**config.mk**
```make
export PLATFORM = sky130hd
export DESIGN_NAME = ctrl_core
export DESIGN_NICKNAME = d
export VERILOG_FILES = /design/src/common/ctrl_pkg.sv /design/src/common/wb_if.sv /design/src/hdl/settings_bus.sv /design/src/hdl/setting_reg.sv /design/src/hdl/reg_fanout.sv /design/src/hdl/ctrl_core.sv
export VERILOG_INCLUDE_DIRS = /design/src /design/src/common
export SDC_FILE = /design/constraint.sdc
export NUM_CORES = 1
export LEC_CHECK = 0
export ABC_AREA = 1
export ABC_CLOCK_PERIOD_IN_PS = 5700
export BUFFER_PORTS_ARGS = -buffer_cell sky130_fd_sc_hd__clkbuf_2
export CELL_PAD_IN_SITES_DETAIL_PLACEMENT = 1
export CELL_PAD_IN_SITES_GLOBAL_PLACEMENT = 2
export CORE_ASPECT_RATIO = 0.7
export CORE_MARGIN = 2
export CORE_UTILIZATION = 25
export DETAILED_ROUTE_END_ITERATION = 10
export GPL_ROUTABILITY_DRIVEN = 0
export PLACE_DENSITY_LB_ADDON = 0.05
export SETUP_SLACK_MARGIN = 0.1
export SLEW_MARGIN = 15
export SYNTH_ARGS = -nofsm -noshare
export SYNTH_HDL_FRONTEND = slang
export SYNTH_SLANG_ARGS = --single-unit
```
**constraint.sdc**
```tcl
create_clock -name wb_clk -period 5.7 [get_ports wb_clk]
set_clock_uncertainty 0.05 [all_clocks]
set_input_delay 1.14 -clock wb_clk [delete_from_list [all_inputs] [get_ports wb_clk]]
set_output_delay 1.14 -clock wb_clk [all_outputs]
set_load 0.005 [all_outputs]
```
**src/common/ctrl_params.svh**
```systemverilog
////////////////////
// Board control parameters
// Bus widths, register count and readback word map
////////////////////

`ifndef CTRL_PARAMS_SVH
`define CTRL_PARAMS_SVH

// Wishbone data width
`define CTRL_DW 32

// Wishbone byte address width
`define CTRL_AW 16

// Settings bus address width
`define CTRL_SET_AW 8

// Setting registers on the settings bus
`define CTRL_NUM_REGS 6

////////////////////
// Readback word map

// Words 0 to 5 hold the register values
`define CTRL_RB_COMPAT 6
`define CTRL_RB_CYCLES 7

// Bump when the FPGA changes enough to matter to software
`define CTRL_COMPAT_NUM 3

`endif

```
**src/common/ctrl_pkg.sv**
```systemverilog
////////////////////
// Board control types
// Bus word types and per-register width and reset tables
////////////////////

`include "ctrl_params.svh"

`default_nettype none

package ctrl_pkg;

   // Wishbone side
   typedef logic [`CTRL_DW-1:0] wb_data_t;
   typedef logic [`CTRL_AW-1:0] wb_addr_t;

   // Settings bus side
   typedef logic [`CTRL_SET_AW-1:0] set_addr_t;
   typedef logic [7:0] reg_val_t;

   ////////////////////
   // Register tables, indexed by settings address

   // Implemented bits per register, PHY reset is a single bit
   localparam int reg_width_tbl [`CTRL_NUM_REGS] = '{8, 8, 8, 8, 1, 8};

   // LED source comes up with the status LEDs under hardware control
   localparam reg_val_t reg_reset_tbl [`CTRL_NUM_REGS] = '{
      8'h00,
      8'h00,
      8'h00,
      8'h00,
      8'h00,
      8'h1E
   };

endpackage

`default_nettype wire

```
**src/common/wb_if.sv**
```systemverilog
////////////////////
// Wishbone bus
// Classic single-beat handshake, one master and one slave
////////////////////

`timescale 1ns/1ps
`default_nettype none

interface wb_if import ctrl_pkg::*; ();

   // Request side
   logic     cyc;
   logic     stb;
   logic     we;
   wb_addr_t adr;
   wb_data_t dat_w;

   // Response side
   wb_data_t dat_r;
   logic     ack;

   modport master (
      output cyc, stb, we, adr, dat_w,
      input  dat_r, ack
   );

   modport slave (
      input  cyc, stb, we, adr, dat_w,
      output dat_r, ack
   );

endinterface

`default_nettype wire

```
**src/hdl/settings_bus.sv**
```systemverilog
////////////////////
// Settings bus bridge
// Wishbone slave, turns writes into settings strobes
////////////////////

`timescale 1ns/1ps
`default_nettype none

module settings_bus import ctrl_pkg::*; (
   input  wire logic     wb_clk,
   input  wire logic     wb_rst,
   wb_if.slave           bus,
   input  wire wb_data_t rb_word_i,
   output logic          set_stb_o,
   output set_addr_t     set_addr_o,
   output reg_val_t      set_data_o
);

   logic     req_q;
   logic     ack_q;
   wb_data_t dat_r_q;
   logic     take;

   // New request only when nothing is pending or being acked
   assign take = bus.cyc & bus.stb & ~req_q & ~ack_q;

   ////////////////////
   // Handshake

   always_ff @(posedge wb_clk) begin
      if (wb_rst) begin
         req_q     <= 1'b0;
         ack_q     <= 1'b0;
         set_stb_o <= 1'b0;
      end else begin
         req_q     <= take;
         ack_q     <= req_q;
         set_stb_o <= req_q & bus.we;
      end
   end

   // Payload, master holds it stable until ack
   always_ff @(posedge wb_clk) begin
      if (req_q & bus.we) begin
         set_addr_o <= bus.adr[9:2];
         set_data_o <= bus.dat_w[$bits(reg_val_t)-1:0];
      end
      if (req_q & ~bus.we) begin
         dat_r_q <= rb_word_i;
      end
   end

   assign bus.ack   = ack_q;
   assign bus.dat_r = dat_r_q;

endmodule

`default_nettype wire

```
**src/hdl/setting_reg.sv**
```systemverilog
////////////////////
// Setting register
// One settings-bus address, masked to its width
////////////////////

`timescale 1ns/1ps
`default_nettype none

module setting_reg import ctrl_pkg::*; #(
   parameter int REG_IDX = 0
) (
   input  wire logic      wb_clk,
   input  wire logic      wb_rst,
   input  wire logic      set_stb_i,
   input  wire set_addr_t set_addr_i,
   input  wire reg_val_t  set_data_i,
   output reg_val_t       value_o,
   output logic           changed_o
);

   // Bits this register actually keeps
   localparam int       WIDTH = reg_width_tbl[REG_IDX];
   localparam reg_val_t MASK  = reg_val_t'((1 << WIDTH) - 1);

   logic hit;

   assign hit = set_stb_i && (set_addr_i == set_addr_t'(REG_IDX));

   always_ff @(posedge wb_clk) begin
      if (wb_rst) begin
         value_o   <= reg_reset_tbl[REG_IDX];
         changed_o <= 1'b0;
      end else begin
         // One-cycle pulse alongside the new value
         changed_o <= hit;
         if (hit) begin
            value_o <= set_data_i & MASK;
         end
      end
   end

endmodule

`default_nettype wire

```
**src/hdl/reg_fanout.sv**
```systemverilog
////////////////////
// Register fanout
// Control pins, LED merge and readback word mux
////////////////////

`timescale 1ns/1ps
`include "ctrl_params.svh"
`default_nettype none

module reg_fanout import ctrl_pkg::*; (
   input  wire logic                      wb_clk,
   input  wire logic                      wb_rst,
   input  wire reg_val_t                  values_i [`CTRL_NUM_REGS],
   input  wire logic [`CTRL_NUM_REGS-1:0] changed_i,
   input  wire logic [3:0]                rb_idx_i,
   input  wire logic                      clk_status_i,
   input  wire logic                      serdes_link_up_i,
   input  wire logic                      run_rx_i,
   input  wire logic                      run_tx_i,
   output wb_data_t                       rb_word_o,
   output logic                           cfg_update_o,
   output logic [7:0]                     leds_o,
   output logic                           clock_ready_o,
   output logic [1:0]                     clk_en_o,
   output logic [1:0]                     clk_sel_o,
   output logic                           ser_enable_o,
   output logic                           ser_prbsen_o,
   output logic                           ser_loopen_o,
   output logic                           ser_rx_en_o,
   output logic                           adc_oe_a_o,
   output logic                           adc_on_a_o,
   output logic                           adc_oe_b_o,
   output logic                           adc_on_b_o,
   output logic                           phy_reset_n_o
);

   localparam int REG_CLK     = 0;
   localparam int REG_SERDES  = 1;
   localparam int REG_ADC     = 2;
   localparam int REG_LED_SW  = 3;
   localparam int REG_PHY     = 4;
   localparam int REG_LED_SRC = 5;

   reg_val_t led_hw;
   wb_data_t cycle_cnt;

   ////////////////////
   // Control pins

   assign {clock_ready_o, clk_en_o, clk_sel_o} = values_i[REG_CLK][4:0];
   assign {ser_enable_o, ser_prbsen_o, ser_loopen_o, ser_rx_en_o} = values_i[REG_SERDES][3:0];
   assign {adc_oe_a_o, adc_on_a_o, adc_oe_b_o, adc_on_b_o} = values_i[REG_ADC][3:0];
   assign phy_reset_n_o = ~values_i[REG_PHY][0];

   // Source bit set means hardware drives that LED
   assign led_hw = {3'b000, run_tx_i, run_rx_i, clk_status_i, serdes_link_up_i, 1'b0};
   assign leds_o = (values_i[REG_LED_SRC] & led_hw) |
                   (~values_i[REG_LED_SRC] & values_i[REG_LED_SW]);

   assign cfg_update_o = |changed_i;

   ////////////////////
   // Readback

   always_ff @(posedge wb_clk) begin
      if (wb_rst) begin
         cycle_cnt <= '0;
      end else begin
         cycle_cnt <= cycle_cnt + 1'b1;
      end
   end

   always_comb begin
      rb_word_o = '0;
      for (int i = 0; i < `CTRL_NUM_REGS; i++) begin
         if (rb_idx_i == 4'(i)) begin
            rb_word_o = wb_data_t'(values_i[i]);
         end
      end
      if (rb_idx_i == 4'(`CTRL_RB_COMPAT)) begin
         rb_word_o = wb_data_t'(`CTRL_COMPAT_NUM);
      end
      if (rb_idx_i == 4'(`CTRL_RB_CYCLES)) begin
         rb_word_o = cycle_cnt;
      end
   end

endmodule

`default_nettype wire

```
**src/hdl/ctrl_core.sv**
```systemverilog
////////////////////
// Board control core
// Wishbone settings bus, setting registers and pin fanout
////////////////////

`timescale 1ns/1ps
`include "ctrl_params.svh"
`default_nettype none

module ctrl_core import ctrl_pkg::*; (
   input  wire logic     wb_clk,
   input  wire logic     wb_rst,

   // Wishbone slave
   input  wire wb_addr_t wb_adr_i,
   input  wire wb_data_t wb_dat_i,
   input  wire logic     wb_we_i,
   input  wire logic     wb_stb_i,
   input  wire logic     wb_cyc_i,
   output wb_data_t      wb_dat_o,
   output logic          wb_ack_o,

   // Board status
   input  wire logic     clk_status_i,
   input  wire logic     serdes_link_up_i,
   input  wire logic     run_rx_i,
   input  wire logic     run_tx_i,

   // Board control
   output logic          cfg_update_o,
   output logic [7:0]    leds_o,
   output logic          clock_ready_o,
   output logic [1:0]    clk_en_o,
   output logic [1:0]    clk_sel_o,
   output logic          ser_enable_o,
   output logic          ser_prbsen_o,
   output logic          ser_loopen_o,
   output logic          ser_rx_en_o,
   output logic          adc_oe_a_o,
   output logic          adc_on_a_o,
   output logic          adc_oe_b_o,
   output logic          adc_on_b_o,
   output logic          phy_reset_n_o
);

   wb_if bus ();

   logic      set_stb;
   set_addr_t set_addr;
   reg_val_t  set_data;
   wb_data_t  rb_word;

   wire reg_val_t                  reg_vals [`CTRL_NUM_REGS];
   wire logic [`CTRL_NUM_REGS-1:0] reg_changed;

   assign bus.cyc   = wb_cyc_i;
   assign bus.stb   = wb_stb_i;
   assign bus.we    = wb_we_i;
   assign bus.adr   = wb_adr_i;
   assign bus.dat_w = wb_dat_i;
   assign wb_dat_o  = bus.dat_r;
   assign wb_ack_o  = bus.ack;

   settings_bus i_settings_bus (
      .wb_clk     (wb_clk),
      .wb_rst     (wb_rst),
      .bus        (bus.slave),
      .rb_word_i  (rb_word),
      .set_stb_o  (set_stb),
      .set_addr_o (set_addr),
      .set_data_o (set_data)
   );

   ////////////////////
   // Setting registers

   for (genvar g = 0; g < `CTRL_NUM_REGS; g++) begin : g_reg
      setting_reg #(
         .REG_IDX (g)
      ) i_setting_reg (
         .wb_clk     (wb_clk),
         .wb_rst     (wb_rst),
         .set_stb_i  (set_stb),
         .set_addr_i (set_addr),
         .set_data_i (set_data),
         .value_o    (reg_vals[g]),
         .changed_o  (reg_changed[g])
      );
   end

   // Readback word picked by byte address bits 5 to 2
   reg_fanout i_reg_fanout (
      .wb_clk           (wb_clk),
      .wb_rst           (wb_rst),
      .values_i         (reg_vals),
      .changed_i        (reg_changed),
      .rb_idx_i         (bus.adr[5:2]),
      .clk_status_i     (clk_status_i),
      .serdes_link_up_i (serdes_link_up_i),
      .run_rx_i         (run_rx_i),
      .run_tx_i         (run_tx_i),
      .rb_word_o        (rb_word),
      .cfg_update_o     (cfg_update_o),
      .leds_o           (leds_o),
      .clock_ready_o    (clock_ready_o),
      .clk_en_o         (clk_en_o),
      .clk_sel_o        (clk_sel_o),
      .ser_enable_o     (ser_enable_o),
      .ser_prbsen_o     (ser_prbsen_o),
      .ser_loopen_o     (ser_loopen_o),
      .ser_rx_en_o      (ser_rx_en_o),
      .adc_oe_a_o       (adc_oe_a_o),
      .adc_on_a_o       (adc_on_a_o),
      .adc_oe_b_o       (adc_oe_b_o),
      .adc_on_b_o       (adc_on_b_o),
      .phy_reset_n_o    (phy_reset_n_o)
   );

endmodule

`default_nettype wire

```
# Yosys cells after proc, flatten, opt, wreduce, memory -nomap -nowiden
# Index checks and enable logic that the tools add are counted.
# totals
output_inout_bits	56
ff_bits	130
# classes
n_addsub	1
bitwise	13
n_eq_ne	12
n_reduce_logical	9
muxes	8
# op_table
operator	n
2-to-1 mux 8 bit	7
adder 32 x 1 -> 32 bit, second input constant	1
2-to-1 mux 32 bit	1
== test 4 x 3 -> 1 bit, second input constant	4
== test 8 x 2 -> 1 bit, second input constant	2
== test 8 x 3 -> 1 bit, second input constant	2
AND 8 x 5 -> 8 bit	1
AND 8 bit	1
== test 4 x 2 -> 1 bit, second input constant	2
== test 8 x 1 -> 1 bit, second input constant	1
zero test 8 bit	1
NOT 8 bit	1
OR 8 bit	1
logical AND 1 bit	6
OR reduction 6 bit	1
AND 1 bit	5
== test 4 x 1 -> 1 bit, second input constant	1
zero test 4 bit	1
NOT 1 bit	4

# Longest topological paths before layout
# Gate-level depths: netlist of run 1.
# logic_depth
word_depth	9
ltp_mapped	9
ltp_nobuf	8

# By module
# From an unflattened synthesis of run 1, not the netlist that was laid out.
# hier_totals
cells_unflattened	889
area_unflattened_um2	6598.8
# by_module_without_submodules
mod	cells_each	seq_area_each_um2	n_inst	area_per_inst_um2
reg_fanout	480	640.6	1	2658.8
settings_bus	62	1501.4	1	1544.0
setting_reg (g_reg[1].i_setting_reg ...)	67	180.2	2	465.4
setting_reg (g_reg[0].i_setting_reg)	63	180.2	1	431.7
setting_reg (g_reg[3].i_setting_reg)	64	180.2	1	431.7
setting_reg (g_reg[5].i_setting_reg)	60	180.2	1	424.2
setting_reg (g_reg[4].i_setting_reg)	26	40.0	1	177.7

# Worst setup path after synthesis of run 1
# Ideal clock, no wire load.
# synth_timing
path_kind	input port to flip-flop
from	input wb_we_i
to	register i_settings_bus.dat_r_q[0], in the netlist i_settings_bus.bus.dat_r[0] (enable)
arrival_ns	2.502
setup_slack_ns	2.727
t_required_ns	5.229
stages	1
setup_time_ns	0.421
cell_sequence	nor2_1
# synth_via
elab_chain_cells	2
# synth_rtl
item	line	text
start: declaration	ctrl_core.sv:17	input wire logic wb_we_i,
NOT 1 bit	settings_bus.sv:48	if (req_q & ~bus.we) begin
AND 1 bit	settings_bus.sv:48	
end signal: assignment	settings_bus.sv:49	dat_r_q <= rb_word_i;
end: declaration	settings_bus.sv:21	wb_data_t dat_r_q;
# Every way passes these cells.
# A chain may end at the register's enable or synchronous reset.

# Worst setup path after layout of run 1
# layout_timing
from	input clk_status_i
to	output leds_o[2]
# layout_via
elab_chain_cells	2
# layout_rtl
item	line	text
start: declaration	ctrl_core.sv:24	input wire logic clk_status_i,
AND 8 x 5 -> 8 bit	reg_fanout.sv:57	assign leds_o = (values_i[REG_LED_SRC] & led_hw) |
OR 8 bit	reg_fanout.sv:57	
end: declaration	ctrl_core.sv:31	output logic [7:0] leds_o,
# Every way passes these cells.

==> results.md, run 1 <==
* Antenna diodes at 0
* Clock Latency Late Sink at about 0.43 ns
* Minimum clock period at 2.67 ns
* Seq/Total Area, Yosys at 54.6%
* Cell Area, Synth at 5650 um2
* Final Cycle Share at a little under half
* Clk buf depth at 2
* Total Power at approximately 2.3 mW
* Initial antenna violation count at 0
* Crit. End Element: output pin
* Cell Chain, Critical Path: clkbuf_2 > nand2_1 > o21ai_0 > clkbuf_2
* CTS tree: done
* Sequential share of power at 42.3%
* Largest net degree at the start of global routing at between 40 and 50
* Max Cap Violations at 0
* Antenna viol nets, final at 0
* Worst Setup SP: clk_status_i
* Worst hold start: i_settings_bus.bus.ack
* CP Data Arrival Time at 1.48 ns
* CP peak stage delay at 0.15 ns
* Yosys top cell by area: dfxtp_1
* Rows at 45
* Root Driver: clkbuf_16
* DIE AREA at 23,800 um2
* Layout fillers at 2,597
* Top cells by area, synth: dfxtp_1 (29%), edfxtp_1 (26%), nand2_1 (10%)
* F_max at 375 MHz
* Synth Instances at slightly below 700
* Post-synthesis average cell area at 8.17 um2
* Wl on met1 at 10,500 um
* DR WL met2 at 6850 um
* DR WL/cell at approximately 17 um
* Clock sink total at 130
* Leakage at 2.42 nW
* Core Region at 21,900 um2
* Worst path top cell family by delay: buffers and inverters
* Storage element area at 3080 um2
* PostCTS Resize Cnt at 0
* DR vias at 4,828
* Final Hold Viols at 0
* Vias per Instance at roughly 4.5
* Top cell type's share of synthesized area at 29.1%
* Synth Warn # at 0
* Met3 wire len at between 700 and 800 um
* Sw frac at between 20% and 30%
* IO Port Bufs at 80
* # setup viols final at 0
* DRC errors left at 0
* RSZ-0062 raised after global routing: false
* Outcome: finished clean
* Commonest non-fill, non-tap cells in the layout: nand2_1 (156), nor2_1 (105), dfxtp_1 (82)
* RR Startpoint: i_settings_bus.set_addr_o[5]
* Starting Density at 25.8%
* Setup TNS at 0 ns
* IR Drop Worst-Case VDD at between 150 and 200 uV
* H-tree levels at 4
* Critical Path Source Type: input port
* Final max-slew violation count at 0
* First-pass GRT wire length at roughly 28,000 um
* Hpwl dp at 13,400 um
* Pint at 1.81 mW
* Worst Hold Class: flip-flop to flip-flop
* Final-stage net count at 828
* Routed WL at 18,200 um
* Cts hold-fix bufs at 0
* Most common cell after layout, fill and taps aside: nand2_1
* Total Routing Usage GR at 16.1%
* Comb pwr share at 2.8%
* DIE HEIGHT at around 130 um
* DRT iter0 DRCs at 275
* Worst Path Buf+Inv at 2
* GR Overflow Total at 0
* Layout cells sized above 1 at 18.8%
* Worst-Margin Slew at roughly 1.0 ns
* TritonRoute pass-1 iters at 5
* Switching pwr at 0.496 mW
* Clock power frac at 54.9%
* Die Span X at 184 um
* Io pins at 113
* Required time worst endpoint at 4.51 ns
* Slew headroom at a little under a third
* Critical-path maximum fanout at 1
* DR top layer: met4
* Unique masters post-synth at 30
* Area Overhead vs Synth at 22.9%
* Pwr Density at about 330 nW/um2
* Synthesized net count at 749
* Vias in the first global route at 4,914
* CP most frequent cell: clkbuf_2
* Synth Register Bits at 130
* Setup bufs post-CTS at 0
* Multi-input gate area in the final layout at 2180 um2
* Clk pin slew, worst setup/hold paths at ~0.060 ns
* Critical path type: input port to output pin
* Slowest-stage cell, CP: clkbuf_2
* Cts bufs inserted at 17
-- state kept, by name (all words and copies together) (netlist names) --
signal / flops
g.i_setting_reg.value_o: 41
i_reg_fanout.cycle_cnt: 32
i_settings_bus.set_data_o: 8
i_settings_bus.bus.dat_r: 32
i_settings_bus.set_stb_o: 1
i_settings_bus.bus.ack: 1
i_settings_bus.set_addr_o: 8
i_settings_bus.req_q: 1
g.i_setting_reg.changed_o: 6
-- worst paths after layout --
kind	to	slack (ns)	cells past startpoint
max	leds_o[2]	3.03	4
min	i_settings_bus.req_q	0.38	1
max reg2reg	g_reg[2].i_setting_reg.value_o[1]	3.50	6
min reg2reg	i_settings_bus.req_q	0.38	1
-- logic make-up (layout without fill, tap and decap cells) --
kind of cell             count (synthesis)  count (layout)  share of synthesized area [%]
AO/OA/AOI/OAI                          107             107                           9.77
XOR/XNOR                                 2               2                          0.310
adder cells (fa/ha/maj)                  1               1                          0.222
buffers and inverters                   87             179                           6.94
flip-flops                             130             130                           54.6
AND/OR/NAND/NOR                        364             364                           28.1
-- routing by layer --
layer	up-vias	track usage [%]
met5	-	0
met4	0	4.80
met3	6	3.18
met2	87	21.2
met1	2307	25.7
li1	2428	-
-- cells in the mapped netlist --
master / instances
nand2_1: 156
nor2_1: 106
dfxtp_1: 82
a21oi_1: 64
nand3_1: 64
inv_1: 61
edfxtp_1: 48
o21ai_0: 32
nor2_2: 13
buf_4: 8
nand2_2: 8
clkbuf_1: 7
nor2_4: 7
o211ai_1: 5
buf_6: 4
nand4_1: 4
o21ai_1: 4
inv_2: 3
buf_2: 2
nor3_1: 2
xor2_1: 2
a31oi_1: 1
buf_1: 1
ha_1: 1
inv_4: 1
nand3_2: 1
nand3b_1: 1
nor3_4: 1
nor4_1: 1
o21a_1: 1
-- layout make-up --
| type | instances | area share [%] |
|---|---|---|
| clock inverter | 14 | 3.39 |
| inverter | 65 | 3.55 |
| timing repair buffer | 82 | 5.99 |
| tap | 282 | 5.08 |
| multi-input combinational | 474 | 31.4 |
| sequential | 130 | 44.4 |
| clock buffer | 18 | 6.18 |
-- power groups by stage --
stage	logic, mW	clock network (mW)	registers (mW)
5_1_grt	0.0739	1.34	0.974
3_3_place_gp	0.0654	0	0.994
2_1_floorplan	0.0365	0	0.992
6_report	0.0656	1.26	0.974
4_1_cts	0.0672	1.29	0.974
3_5_place_dp	0.0669	0	0.994
-- stage by stage --
| stage | cells | setup slack [ns] | utilization, % | hold WS (ns) | cell area (um2) |
|---|---|---|---|---|---|
| 2_1_floorplan | 691 | 2.73 | - | 0.372 | 5650 |
| 3_3_place_gp | 1033 | 2.87 | 28.7 | 0.365 | 6280 |
| 3_5_place_dp | 1033 | 2.82 | 28.7 | 0.369 | 6280 |
| 4_1_cts | 1065 | 3.02 | 31.7 | 0.381 | 6940 |
| 5_1_grt | 1065 | 2.95 | 31.7 | 0.404 | 6940 |
| 6_report | 1065 | 3.03 | 31.7 | 0.382 | 6940 |
(Power assumes the default switching activity.)
==> inputs of run 2 (changes only) <==
--- a/config.mk
+++ b/config.mk
@@ -7,7 +7,7 @@
 export NUM_CORES = 1
 export LEC_CHECK = 0
 export ABC_AREA = 1
-export ABC_CLOCK_PERIOD_IN_PS = 5700
+export ABC_CLOCK_PERIOD_IN_PS = 2250
 export BUFFER_PORTS_ARGS = -buffer_cell sky130_fd_sc_hd__clkbuf_2
 export CELL_PAD_IN_SITES_DETAIL_PLACEMENT = 1
 export CELL_PAD_IN_SITES_GLOBAL_PLACEMENT = 2
==> constraint.sdc (replaced) <==
create_clock -name wb_clk -period 2.25 [get_ports wb_clk]
set_clock_uncertainty 0.05 [all_clocks]
set_input_delay 0.45 -clock wb_clk [delete_from_list [all_inputs] [get_ports wb_clk]]
set_output_delay 0.45 -clock wb_clk [all_outputs]
set_load 0.005 [all_outputs]
==> results.md, run 2 (synthesis results as in run 1) <==
* Outcome: finished clean
* Required time worst endpoint at ~2.5 ns
* Starting Density at 25.8%
* PostCTS Resize Cnt at 0
* Io pins at between 100 and 150
* Leakage at 2.46 nW
* Largest net degree at the start of global routing at 48
* Final Cycle Share at between 70% and 80%
* Critical Path Source Type: flip-flop
* Clk buf depth at 2
* Worst hold slack at 0.154 ns
* R2R Setup Slk at 0.48 ns
* Most common cell after layout, fill and taps aside: nand2_1
* DRT iter0 DRCs at 217
* Met2 Use GR at 21.2%
* Routed WL at 18,100 um
* Setup TNS at 0 ns
* CP Data Arrival Time at ~2.0 ns
* TritonRoute pass-1 iters at 6
* Cts hold-fix bufs at 0
* DRC errors left at 0
* Vias per Instance at 4.53
* Max Cap Violations at 0
* CTS tree: done
* Cts bufs inserted at 17
* Total Power at 5.57 mW
* Initial antenna violation count at 0
* IR Drop Worst-Case VDD at 397 uV
* Vias in the first global route at 5,052
* Hpwl dp at 13,600 um
* Final-stage net count at 840
* Worst-Margin Slew at 0.658 ns
* H-tree levels at 4
* Grt met1 use at 26.0%
* Root Driver: clkbuf_16
* First-pass GRT wire length at 28,800 um
* Core Region at 21,900 um2
* Final max-slew violation count at 0
* Worst path top cell family by delay: simple AND/OR/NAND/NOR gates
* Setup bufs post-CTS at 0
* Core Util, Final at 31.9%
* Layout cells sized above 1 at 20.0%
* Crit. End Element: flip-flop
* Worst Path Buf+Inv at 1
* Worst Hold Class: input port to flip-flop
* # setup viols final at 0
* Largest reg by FF count: g.i_setting_reg.value_o
* Slew headroom at 56.2%
* Clk pin slew, worst setup/hold paths at 0.06 ns
* Pwr Density at 799 nW/um2
* GR Overflow Total at 0
* Critical path type: flip-flop to flip-flop
* Minimum clock period at 1.77 ns
* Final Hold Viols at 0
* Clock Latency Late Sink at roughly 0.42 ns
* Die Span X at 184 um
* DIE HEIGHT at ~130 um
* Max reg flops at between 40 and 50
* Clock sink total at 130
* CP peak stage delay at ~0.36 ns
* Rows at 45
* Antenna viol nets, final at 0
* Total Routing Usage GR at 16.1%
* Cell Chain, Critical Path: nor2_1 > nand2_1 > nor2_4 > buf_4 > nand2_2 > o21ai_0 > a21oi_1
* DR WL/cell at 16.8 um
* Area Overhead vs Synth at 23.6%
* DIE AREA at 23,800 um2
* Commonest non-fill, non-tap cells in the layout: nand2_1 (156), nor2_1 (105), dfxtp_1 (82)
* DR vias at 4,874
* IO Port Bufs at 80
* Layout fillers at 2,593
* Slowest-stage cell, CP: edfxtp_1
* Most Used Layer, Global Route: met1
* Critical-path maximum fanout at 19
* F_max at 563 MHz
* Met3 Use GR at 3.40%
* RSZ-0062 raised after global routing: false
* Antenna diodes at 0
[run 2: path summary, 6_finish.rpt]
kind / end / cells past startpoint / start
worst max-delay path: g_reg[1].i_setting_reg.value_o[7] / 7 / i_settings_bus.set_addr_o[5]
worst min-delay path: i_settings_bus.set_data_o[4] / 1 / wb_dat_i[4]
worst max register to register: g_reg[1].i_setting_reg.value_o[7] / 7 / i_settings_bus.set_addr_o[5]
worst min register to register: i_settings_bus.req_q / 1 / i_settings_bus.bus.ack
[run 2: per-stage QoR]
step / std cells / instance area (um2) / setup slack, ns
floorplan: 691 / 5650 / 0.501
global placement: 1045 / 6370 / 0.417
detailed placement: 1045 / 6370 / 0.397
CTS: 1076 / 6980 / 0.456
global route: 1076 / 6980 / 0.313
finish: 1076 / 6980 / 0.475
[run 2: where the power goes]
part           leakage (nW)  internal (mW)  switching, mW
registers              1.11           2.45         0.0143
logic                  1.06         0.0558          0.118
clock network         0.293           1.84           1.09
total                  2.46           4.35           1.22
[run 2: layer usage]
metal	vias to the layer above	share of wire [%]
li1	2449	-
met1	2328	59
met2	83	37
met3	14	3.7
met4	0	0.83
met5	-	0
[run 2: final cells by class]
| cell class | instances | area (um2) | area share, % |
|---|---|---|---|
| tap | 282 | 353 | 5.06 |
| clock inverter | 14 | 188 | 2.69 |
| inverter | 65 | 246 | 3.53 |
| sequential | 130 | 3080 | 44.2 |
| clock buffer | 17 | 425 | 6.10 |
| timing repair buffer | 94 | 505 | 7.24 |
| multi-input combinational | 474 | 2180 | 31.2 |
